`src/camera_phy_consts.svh`:
```
`ifndef CAMERA_PHY_CONSTS_SVH
`define CAMERA_PHY_CONSTS_SVH

// ---------------------------------------------------------------------------
// lane geometry
// ---------------------------------------------------------------------------

`define CAM_LANES      4   // hispi data lanes
`define CAM_IN_W       8   // deserialized word per lane per strobe
`define CAM_PIX_W      10  // packetized-sp pixel width

// per-lane history, five pixel words deep
// (four aligned slots plus up to nine bits of phase slack)
`define CAM_HIST_W     50

// a sync sequence carries two all-zero words back to back
`define CAM_SYNC_ZEROS 20

// ---------------------------------------------------------------------------
// sync code words, low 3 bits of the fourth word of the sequence
// ---------------------------------------------------------------------------

`define CAM_CODE_SOF   3'b011  // start of frame
`define CAM_CODE_SOL   3'b001  // start of line
`define CAM_CODE_EOF   3'b111  // end of frame
`define CAM_CODE_EOL   3'b101  // end of line

`endif
```
`src/camera_phy_pkg.sv`:
```
`include "camera_phy_consts.svh"

package camera_phy_pkg;

  // ---------------------------------------------------------------------------
  // lane bundles, lane 0 always in the low bits
  // ---------------------------------------------------------------------------

  // one deserialized byte per lane, oldest serial bit in bit 7
  typedef struct packed {
    logic [`CAM_LANES-1:0][`CAM_IN_W-1:0] lane;
  } lane_bytes_t;

  // one 10-bit word per lane, msb is the oldest bit
  typedef struct packed {
    logic [`CAM_LANES-1:0][`CAM_PIX_W-1:0] lane;
  } lane_pix_t;

  // ---------------------------------------------------------------------------
  // sync decode results
  // ---------------------------------------------------------------------------

  // single-cycle flags, one step wide
  typedef struct packed {
    logic sof;    // start of frame
    logic sol;    // start of line
    logic eol;    // end of line
    logic eof;    // end of frame
    logic error;  // code word not recognized
  } sync_flags_t;

endpackage

```
`src/camera_phy_top.sv`:
```
`timescale 1ns/1ps

// hispi packetized-sp pixel side, four lanes of 10-bit pixels
// gearbox -> aligner -> decoder, one clock
module camera_phy_top (
  input  logic                        clk_out_pix,
  input  logic                        idelay_rdy,   // async, active low
  input  logic                        in_strobe,
  input  camera_phy_pkg::lane_bytes_t in_words,
  output logic                        pix_strobe,
  output camera_phy_pkg::lane_pix_t   pix_data,
  output logic                        line_valid,
  output camera_phy_pkg::sync_flags_t sync,
  output logic [9:0]                  sync_word
);

  import camera_phy_pkg::*;

  // ---------------------------------------------------------------------------
  // internal links
  // ---------------------------------------------------------------------------

  logic      word_strobe;  // gearbox word ready
  lane_pix_t words;        // raw 10-bit words, unaligned
  logic      step;         // aligner output ready
  lane_pix_t aligned;      // words at the recovered phase
  logic      sync_seen;

  // ---------------------------------------------------------------------------
  // pipeline
  // ---------------------------------------------------------------------------

  lane_gearbox u_gearbox (
    .clk_out_pix (clk_out_pix),
    .idelay_rdy  (idelay_rdy),
    .in_strobe   (in_strobe),
    .in_words    (in_words),
    .word_strobe (word_strobe),
    .words       (words)
  );

  lane_aligner u_aligner (
    .clk_out_pix (clk_out_pix),
    .idelay_rdy  (idelay_rdy),
    .word_strobe (word_strobe),
    .words       (words),
    .step        (step),
    .aligned     (aligned),
    .sync_seen   (sync_seen)
  );

  sync_decoder u_decoder (
    .clk_out_pix (clk_out_pix),
    .idelay_rdy  (idelay_rdy),
    .step        (step),
    .aligned     (aligned),
    .sync_seen   (sync_seen),
    .pix_strobe  (pix_strobe),
    .pix_data    (pix_data),
    .line_valid  (line_valid),
    .sync        (sync),
    .sync_word   (sync_word)
  );

endmodule

```
`src/sync_decoder.sv`:
```
`timescale 1ns/1ps

`include "camera_phy_consts.svh"

// sync code classification and pixel output stage
module sync_decoder (
  input  logic                        clk_out_pix,
  input  logic                        idelay_rdy,
  input  logic                        step,        // one aligned word set per pulse
  input  camera_phy_pkg::lane_pix_t   aligned,
  input  logic                        sync_seen,   // aligned lane 0 is a code word
  output logic                        pix_strobe,
  output camera_phy_pkg::lane_pix_t   pix_data,
  output logic                        line_valid,
  output camera_phy_pkg::sync_flags_t sync,
  output logic [9:0]                  sync_word    // last code word, debug
);

  import camera_phy_pkg::*;

  // pixel reaches the output three steps after it is aligned
  localparam int DLY = 3;

  logic [DLY:0] valid_pipe;      // one bit per word in flight
  lane_pix_t    dly [DLY];       // aligned words waiting for output
  logic         valid_in;        // value shifted into valid_pipe[0]
  sync_flags_t  flags;           // decode of this step

  // ---------------------------------------------------------------------------
  // code word classification
  // ---------------------------------------------------------------------------

  always_comb begin
    flags    = '0;
    valid_in = valid_pipe[0];  // hold line state between codes
    if (sync_seen) begin
      case (aligned.lane[0][2:0])
        `CAM_CODE_SOF: begin
          flags.sof = 1'b1;
          valid_in  = 1'b1;    // pixels follow
        end
        `CAM_CODE_SOL: begin
          flags.sol = 1'b1;
          valid_in  = 1'b1;
        end
        `CAM_CODE_EOF: begin
          flags.eof = 1'b1;
          valid_in  = 1'b0;
        end
        `CAM_CODE_EOL: begin
          flags.eol = 1'b1;
          valid_in  = 1'b0;
        end
        default: begin
          flags.error = 1'b1;  // unknown code closes the line
          valid_in    = 1'b0;
        end
      endcase
    end
  end

  // ---------------------------------------------------------------------------
  // output control
  // ---------------------------------------------------------------------------

  always_ff @(posedge clk_out_pix or negedge idelay_rdy) begin
    if (!idelay_rdy) begin
      pix_strobe <= 1'b0;
      line_valid <= 1'b0;
      sync       <= '0;
      sync_word  <= '0;
      valid_pipe <= '0;
    end else begin
      pix_strobe <= step;
      line_valid <= 1'b0;
      sync       <= '0;
      if (step) begin
        // the preamble words still in flight are masked on the code step
        line_valid <= (&valid_pipe) & ~sync_seen;
        valid_pipe <= {valid_pipe[DLY-1:0], valid_in};
        sync       <= flags;
        if (sync_seen)
          sync_word <= aligned.lane[0];
      end
    end
  end

  // ---------------------------------------------------------------------------
  // pixel delay line
  // ---------------------------------------------------------------------------

  always_ff @(posedge clk_out_pix) begin
    if (step) begin
      dly[0]   <= aligned;
      for (int i = 1; i < DLY; i++) begin
        dly[i] <= dly[i-1];
      end
      pix_data <= dly[DLY-1];  // oldest aligned slot
    end
  end

endmodule

```
`src/lane_aligner.sv`:
```
`timescale 1ns/1ps

`include "camera_phy_consts.svh"

// bit phase recovery from the lane-0 sync sequence
// the phase found on lane 0 is applied to every lane
module lane_aligner (
  input  logic                      clk_out_pix,
  input  logic                      idelay_rdy,
  input  logic                      word_strobe,
  input  camera_phy_pkg::lane_pix_t words,
  output logic                      step,       // word_strobe delayed one cycle
  output camera_phy_pkg::lane_pix_t aligned,    // newest word at the phase
  output logic                      sync_seen   // zeros just before the newest word
);

  import camera_phy_pkg::*;

  localparam int PH_W = $clog2(`CAM_PIX_W);

  logic [`CAM_LANES-1:0][`CAM_HIST_W-1:0] hist;       // newest word in the low bits
  logic [`CAM_LANES-1:0][`CAM_HIST_W-1:0] hist_next;  // history after this word
  logic [PH_W-1:0]                        phase;      // registered bit offset
  logic [PH_W-1:0]                        phase_next;
  logic                                   found;      // some offset holds 20 zeros
  logic [PH_W-1:0]                        found_ph;

  // ---------------------------------------------------------------------------
  // history shift and sync search
  // ---------------------------------------------------------------------------

  always_comb begin
    for (int l = 0; l < `CAM_LANES; l++) begin
      hist_next[l] = {hist[l][`CAM_HIST_W-`CAM_PIX_W-1:0], words.lane[l]};
    end
    // search the history as it stood before this word, high to low
    // so the lowest matching offset is the one left standing
    found    = 1'b0;
    found_ph = '0;
    for (int j = `CAM_PIX_W - 1; j >= 0; j--) begin
      if (hist[0][j +: `CAM_SYNC_ZEROS] == '0) begin
        found    = 1'b1;
        found_ph = PH_W'(j);
      end
    end
    // one load per sequence, a long zero run must not drag the phase
    phase_next = (found && !sync_seen) ? found_ph : phase;
  end

  // ---------------------------------------------------------------------------
  // control
  // ---------------------------------------------------------------------------

  always_ff @(posedge clk_out_pix or negedge idelay_rdy) begin
    if (!idelay_rdy) begin
      step      <= 1'b0;
      sync_seen <= 1'b0;
      phase     <= '0;
      hist      <= '1;  // all ones never looks like a sync run
    end else begin
      step <= word_strobe;
      if (word_strobe) begin
        hist      <= hist_next;
        phase     <= phase_next;
        sync_seen <= found & ~sync_seen;
      end
    end
  end

  // newest word at the new phase, msb oldest
  always_ff @(posedge clk_out_pix) begin
    if (word_strobe) begin
      for (int l = 0; l < `CAM_LANES; l++) begin
        aligned.lane[l] <= hist_next[l][phase_next +: `CAM_PIX_W];
      end
    end
  end

endmodule

```
`src/lane_gearbox.sv`:
```
`timescale 1ns/1ps

`include "camera_phy_consts.svh"

// 8-to-10 repacking for all lanes
// every lane sees the same strobe, so one bit count serves them all
module lane_gearbox (
  input  logic                        clk_out_pix,
  input  logic                        idelay_rdy,   // async, active low
  input  logic                        in_strobe,    // one cycle per byte set
  input  camera_phy_pkg::lane_bytes_t in_words,
  output logic                        word_strobe,  // one cycle per word set
  output camera_phy_pkg::lane_pix_t   words
);

  import camera_phy_pkg::*;

  // worst case held bits: 9 left over plus a fresh byte
  localparam int ACC_W = `CAM_PIX_W + `CAM_IN_W - 1;
  localparam int CNT_W = $clog2(ACC_W + 1);

  // ---------------------------------------------------------------------------
  // accumulator state
  // ---------------------------------------------------------------------------

  logic [CNT_W-1:0]                 bit_cnt;  // valid bits held, 0..9 between strobes
  logic [CNT_W-1:0]                 cnt_sum;  // count once the new byte is in
  logic                             emit;     // 10 or more bits after append
  logic [`CAM_LANES-1:0][ACC_W-1:0] acc;      // valid bits right aligned
  logic [`CAM_LANES-1:0][ACC_W-1:0] acc_sum;  // acc with the new byte appended

  // append the byte below the held bits, oldest stays on top
  always_comb begin
    cnt_sum = bit_cnt + CNT_W'(`CAM_IN_W);
    emit    = (cnt_sum >= CNT_W'(`CAM_PIX_W));
    for (int l = 0; l < `CAM_LANES; l++) begin
      acc_sum[l] = {acc[l][ACC_W-`CAM_IN_W-1:0], in_words.lane[l]};
    end
  end

  // ---------------------------------------------------------------------------
  // control, shared by all lanes
  // ---------------------------------------------------------------------------

  always_ff @(posedge clk_out_pix or negedge idelay_rdy) begin
    if (!idelay_rdy) begin
      bit_cnt     <= '0;
      word_strobe <= 1'b0;
    end else begin
      word_strobe <= in_strobe & emit;  // word lands one cycle after its last byte
      if (in_strobe) begin
        if (emit)
          bit_cnt <= cnt_sum - CNT_W'(`CAM_PIX_W);  // oldest 10 leave
        else
          bit_cnt <= cnt_sum;
      end
    end
  end

  // ---------------------------------------------------------------------------
  // per-lane data path
  // ---------------------------------------------------------------------------

  // bits above bit_cnt are stale, they are never selected
  always_ff @(posedge clk_out_pix) begin
    if (in_strobe) begin
      acc <= acc_sum;
      if (emit) begin
        for (int l = 0; l < `CAM_LANES; l++) begin
          // oldest 10 held bits sit just under the count
          words.lane[l] <= acc_sum[l][(cnt_sum - CNT_W'(`CAM_PIX_W)) +: `CAM_PIX_W];
        end
      end
    end
  end

endmodule

```
`config.mk`:
```
export PLATFORM = sky130hd
export DESIGN_NAME = camera_phy_top
export DESIGN_NICKNAME = d
export VERILOG_FILES = /design/src/camera_phy_pkg.sv /design/src/camera_phy_top.sv /design/src/sync_decoder.sv /design/src/lane_aligner.sv /design/src/lane_gearbox.sv
export VERILOG_INCLUDE_DIRS = /design/src /design/src/src
export SDC_FILE = /design/constraint.sdc
export NUM_CORES = 1
export LEC_CHECK = 0
export CELL_PAD_IN_SITES_DETAIL_PLACEMENT = 0
export CELL_PAD_IN_SITES_GLOBAL_PLACEMENT = 1
export CORE_MARGIN = 3
export CORE_UTILIZATION = 56
export CTS_BUF_LIST = sky130_fd_sc_hd__clkbuf_8
export DETAILED_ROUTE_END_ITERATION = 6
export DONT_BUFFER_PORTS = 1
export MAX_ROUTING_LAYER = met4
export PLACE_DENSITY_LB_ADDON = 0.25
export SYNTH_ARGS = -nofsm -noshare
export SYNTH_HDL_FRONTEND = slang
export SYNTH_HIERARCHICAL = 1
export SYNTH_SLANG_ARGS = --single-unit
```
`constraint.sdc`:
```
create_clock -name clk_out_pix -period 6.3 [get_ports clk_out_pix]
set_input_delay 0.63 -clock clk_out_pix [delete_from_list [all_inputs] [get_ports clk_out_pix]]
set_output_delay 0.63 -clock clk_out_pix [all_outputs]
set_load 0.02 [all_outputs]
```
* Word level (Yosys, flattened, before mapping)
Memories as Yosys holds them, arrays and structs flattened. A register that Yosys moved wholly into a read port is not among the register bits. Cells that the tools add are included. W data, S select, Z words.
Word-level totals: memories 1, flip-flop bits (word level) 309, output and inout bits 57, bits of input ports 35, memory bits (writable) 120
Memory list:
- u_decoder.dly | words 3, width 40, read ports 3, clocked after Yosys merged registers in 1, wr ports 3, line sync_decoder.sv:25 | lane_pix_t dly [DLY];
Cells by class: add/sub/neg operators 2, equality and inequality tests 4, mux-type cells 33, shift operators 8, bitwise logic cells 4, magnitude comparators 1, reductions and logical operators 17
Operator list (number):
- $logic_not A20 Y1 | 10
- $shiftx A50 B5 Y10 | 4
- $shiftx A17 B6 Y10 | 4
- $mux W4 | 11
- $mux W1 | 19
- $mux W5 | 3
- $eq A3 B3 Y1 const B | 2
- $add A5 B4 Y5 const B | 1
- $ge A5 B4 Y1 const B | 1
- $sub A5 B4 Y5 const B | 1
- $reduce_and A2 Y1 | 2
- $reduce_and A4 Y1 | 1
- $reduce_or A4 Y1 | 1
- $and A1 B1 Y1 | 3
- $eq A3 B1 Y1 const B | 1
- $eq A3 B2 Y1 const B | 1
- $reduce_or A2 Y1 | 1
- $logic_and A1 B1 Y1 | 1
- $logic_not A1 Y1 | 1
- $not A1 Y1 | 1

* Logic depth before layout (Yosys ltp)
depth after elaboration 14, depth in mapped cells 12, depth with buffers taken out 9

* By module
The synthesis kept the hierarchy.
Modules (own cells, without submodules):
- lane_aligner | times used 1, area an instance 8130.3 um^2, cells an instance 736
- sync_decoder | times used 1, area an instance 5575.3 um^2, cells an instance 208
- lane_gearbox | times used 1, area an instance 4436.8 um^2, cells an instance 342

* Least setup slack after synthesis
Ideal clock, no wire load.
path type flip-flop to flip-flop, from reg u_aligner.step, to reg u_decoder.sync_word[4], clock period less this slack 4.801 ns, library setup time 0.125 ns, stages on the path, launching flop included 4, required time 6.175 ns, buffers on the path 1, path slack 1.499 ns, arrival 4.676 ns, path through dfrtp_1 nand2_2 buf_6 mux2_4
On the way: word-level cells in the longest chain between the ends 1
RTL lines:
- start, declared | line lane_aligner.sv:12 | output logic step,
- start signal, assigned | line lane_aligner.sv:61 | step <= word_strobe;
- $reduce_and A2 Y1 (no source line)
- end signal, assigned | line sync_decoder.sv:83 | sync_word <= aligned.lane[0];
- end, declared | line sync_decoder.sv:16 | output logic [9:0] sync_word
No other way between the ends. A chain may end at the register's enable or synchronous reset.

* Worst setup path after layout
from reg u_aligner/hist[9] (netlist bit), to reg u_aligner/aligned[21] (netlist name)
On the way: word-level cells in the longest chain between the ends 14, elaborated cells between the ends (all ways) 33, those cells by class 1 x shift; 21 x mux; 11 x reduce/logical
RTL lines:
- start, declared | line lane_aligner.sv:21 | logic [`CAM_LANES-1:0][`CAM_HIST_W-1:0] hist;
- start signal, assigned | line lane_aligner.sv:63 | hist <= hist_next;
- $logic_not A20 Y1 | line lane_aligner.sv:41 | if (hist[0][j +: `CAM_SYNC_ZEROS] == '0) begin
- $mux W1 (10 in series) | line lane_aligner.sv:41
- $logic_and A1 B1 Y1 | line lane_aligner.sv:47 | phase_next = (found && !sync_seen) ? found_ph : phase;
- $mux W4 (*) | line lane_aligner.sv:47
- $shiftx A50 B5 Y10 (*) | line lane_aligner.sv:74 | aligned.lane[l] <= hist_next[l][phase_next +: `CAM_PIX_W];
Mark *: on every way between the ends. The rest lies on a longest branch, timed or not.

==> run_results.csv <==
group,metric,value,unit
outcome,status,"finished clean",
clocking,clkTransAtPathRegs,0.06,ns
routing,vias_per_cell,6.12,
pwr,p_total,10.9,mW
final_layout,syn_to_final_growth,7.59,%
die,dieArea,0.0346,mm²
placement,gp_congestion,0.906,
pwr,irDropWorstVdd,0.000532,V
sta,timing.fmax,238,MHz
pwr,power_density,558,mW/mm²
clocking,cts_max_path_buffers,3,
clocking,insertion_delay,0.61,ns
pwr,leakagePower,7.41,nW
global_route,grt_max_degree,107,
logic_synthesis,synth-edff-count,276,
logic_synthesis,syn_inst,1286,
setup_path,critPathLaunchType,"flop",
global_route,grtUsageTotal,0.217,
die,die_h,186,µm
sta,finClkSkew,0.0362,ns
die,core,0.0317,mm²
logic_synthesis,synth_seq_area_share,0.608,
global_route,grt-ovfl-total,0,
clocking,cts_tree,"built",
logic_synthesis,syn_nets,1324,
placement,dp_hpwl,23.4,mm
placement,io_buffers,0,
logic_synthesis,synth_top_cell_area_share,0.457,
worst_hold_path,holdCritPathClass,"primary input to flop",
logic_synthesis,synth-async-reset-ratio,0.277,
logic_synthesis,syn_area_per_cell,14.1,µm²
sta,rsz0062_at_grt,"false",
die,die_w,186,µm
logic_synthesis,synthTopCellsByArea,"edfxtp_1 (46%), dfstp_2 (11%), mux2i_1 (9.4%), mux2_2 (7.0%), dfrtp_1 (4.4%)",
sta,finalSetupViolations,0,
die,rows,65,
logic_synthesis,synth_most_common_cell,"edfxtp_1",
global_route,grt_pass1_wl,58.5,mm
logic_synthesis,ys_types,74,
logic_synthesis,synth_top_cell_by_area,"edfxtp_1",
final_layout,nets,1315,
setup_path,cp_max_fo,30,
die,io_pins,92,
setup_path,end_kind,"flop",
final_layout,drive_gt1_frac,0.259,
logic_synthesis,ys.flop_type,"edfxtp_1",
final_layout,antennaDiodeCount,0,
run,maxCapViolCount,0,
clocking,clock-sinks,382,
clocking,cts_buffers,61,
global_route,antenna_found_initial,0,
sta,finalCritPeriodShare,0.668,
logic_synthesis,yosysWarnings,6,
sta,slew_viol_final,0,
global_route,grt_pass1_vias,10400,
routing,remaining_drc_errors,0,
routing,antenna_left,0,
routing,wl,35.5,mm
sta,tns,0,ns
logic_synthesis,ys_ff_latch,382,
clocking,htreeDepth,2,
routing,wire_per_inst,20.5,µm
setup_path,cp.arrival,4.52,ns
placement,place_inst,1614,
sta,worst_pin_slew,1.12,ns
setup_path,cp.required,6.61,ns
sta,finalHoldViolCount,0,
routing,dr.pass1.iters,6,
sta,slew_headroom,0.254,
logic_synthesis,synth.top_cells.by_count,"edfxtp_1 (276), mux2i_1 (171), nand2_1 (115)",
routing,drtIter0Drc,981,
final_layout,stdcell_count,1731,
clocking,cts_root_buf,"clkbuf_8",
routing,vias,10600,
clocking,cts_resized,0,
sta,post-route-min-period,4.21,ns
logic_synthesis,synth.cell_area,0.0181,mm²
setup_path,path_class,"flop to flop",
die,start_util,0.572,
-- timing repair --
action / CTS / global route
endpoints found under the setup margin: 0 / 0
endpoints found under the hold margin: 106 / 0
setup buffers: 0 / 0
hold buffers: 2 / 0
-- power by group --
group / total (mW) / internal, mW / switching (mW) / leakage [nW]
registers: 5.34 / 4.32 / 1.02 / 3.84
logic: 3.54 / 1.57 / 1.97 / 2.86
clock network: 2.01 / 1.08 / 0.925 / 0.709
-- path summary, 6_finish.rpt --
check	to	cells past startpoint	startpoint	slack, ns
max	u_aligner/aligned[21]	10	u_aligner/hist[9]	2.09
min	u_gearbox/acc[23]	0	in_words[14]	0.12
max reg2reg	u_aligner/aligned[21]	10	u_aligner/hist[9]	2.09
min reg2reg	u_decoder/dly[2][21]	0	u_decoder/dly[1][21]	0.41
max in group asynchronous	u_aligner/step	2	idelay_rdy	5.19
min in group asynchronous	u_aligner/phase[1]	2	idelay_rdy	0.64
-- critical path, stage by stage (launching register included) --
cell	delay, ns
dfstp_2	0.39
nor4_1	0.37
nand4_1	0.34
nor3_1	0.42
o2bb2ai_4	0.23
mux2i_4	0.88
buf_4	0.54
mux2i_1	0.28
mux2i_1	0.13
o22ai_1	0.23
a21oi_1	0.12
-- kinds of logic (layout without fill, tap and decap cells) --
group	after synthesis	count (layout)	share of synthesized area
flops	382	382	0.608
mux	321	321	0.206
simple gates	242	242	0.0597
compound gates	231	231	0.0885
buf+inv	102	145	0.0327
xor+xnor	5	5	0.00241
fa+ha+maj	3	3	0.00207
-- cell usage in the layout, fill, tap and decap left out, types with 6 or more instances in the layout --
cell type / count
dfstp_2: 74
o21ai_1: 11
a221o_1: 6
o22ai_1: 13
edfxtp_1: 276
clkbuf_8: 65
buf_4: 19
mux2i_1: 171
nand3_1: 30
dfrtp_1: 29
clkinv_1: 9
o21ai_0: 20
nor2_1: 45
nor3b_1: 6
nand2_1: 115
a21oi_1: 68
a22oi_1: 28
o211ai_1: 21
inv_1: 38
nor3_1: 17
mux4_2: 28
a221oi_1: 15
a32oi_1: 11
a211oi_1: 6
mux2_2: 112
-- per-stage QoR --
stage	hold slack [ns]	cell area (µm²)	utilization	setup slack, ns
global route	0.0839	19500	0.615	1.82
global placement	0.340	18300	0.576	2.27
detailed placement	0.341	18300	0.576	2.15
floorplan	0.334	18100	-	1.50
finish	0.123	19500	0.615	2.09
CTS	0.0771	19500	0.615	2.16
-- sequential cells by signal, summed over array words and instances (netlist names), 4 cells and up --
signal,count
u_aligner/aligned,40
u_aligner/hist,74
u_aligner/phase,4
u_decoder/dly,120
u_decoder/pix_data,40
u_decoder/sync,5
u_decoder/sync_word,10
u_decoder/valid_pipe,4
u_gearbox/acc,36
u_gearbox/bit_cnt,4
u_gearbox/words,40
-- layer usage --
| metal | routed length, µm | track usage |
|---|---|---|
| met1 | 16800 | 0.329 |
| met2 | 15500 | 0.306 |
| met3 | 2410 | 0.0406 |
| met4 | 707 | 0.0536 |
| met5 | 0 | - |
-- layout make-up --
| type | instances | area [µm²] |
|---|---|---|
| flip-flops and latches | 382 | 11000 |
| clock inverters | 50 | 308 |
| multi-input cells | 802 | 6560 |
| fillers | 2419 | 12200 |
| well taps | 402 | 503 |
| repair buffers | 21 | 180 |
| clock buffers | 65 | 895 |
| inverters | 9 | 33.8 |
No activity file was read; power rests on OpenSTA's default activity.
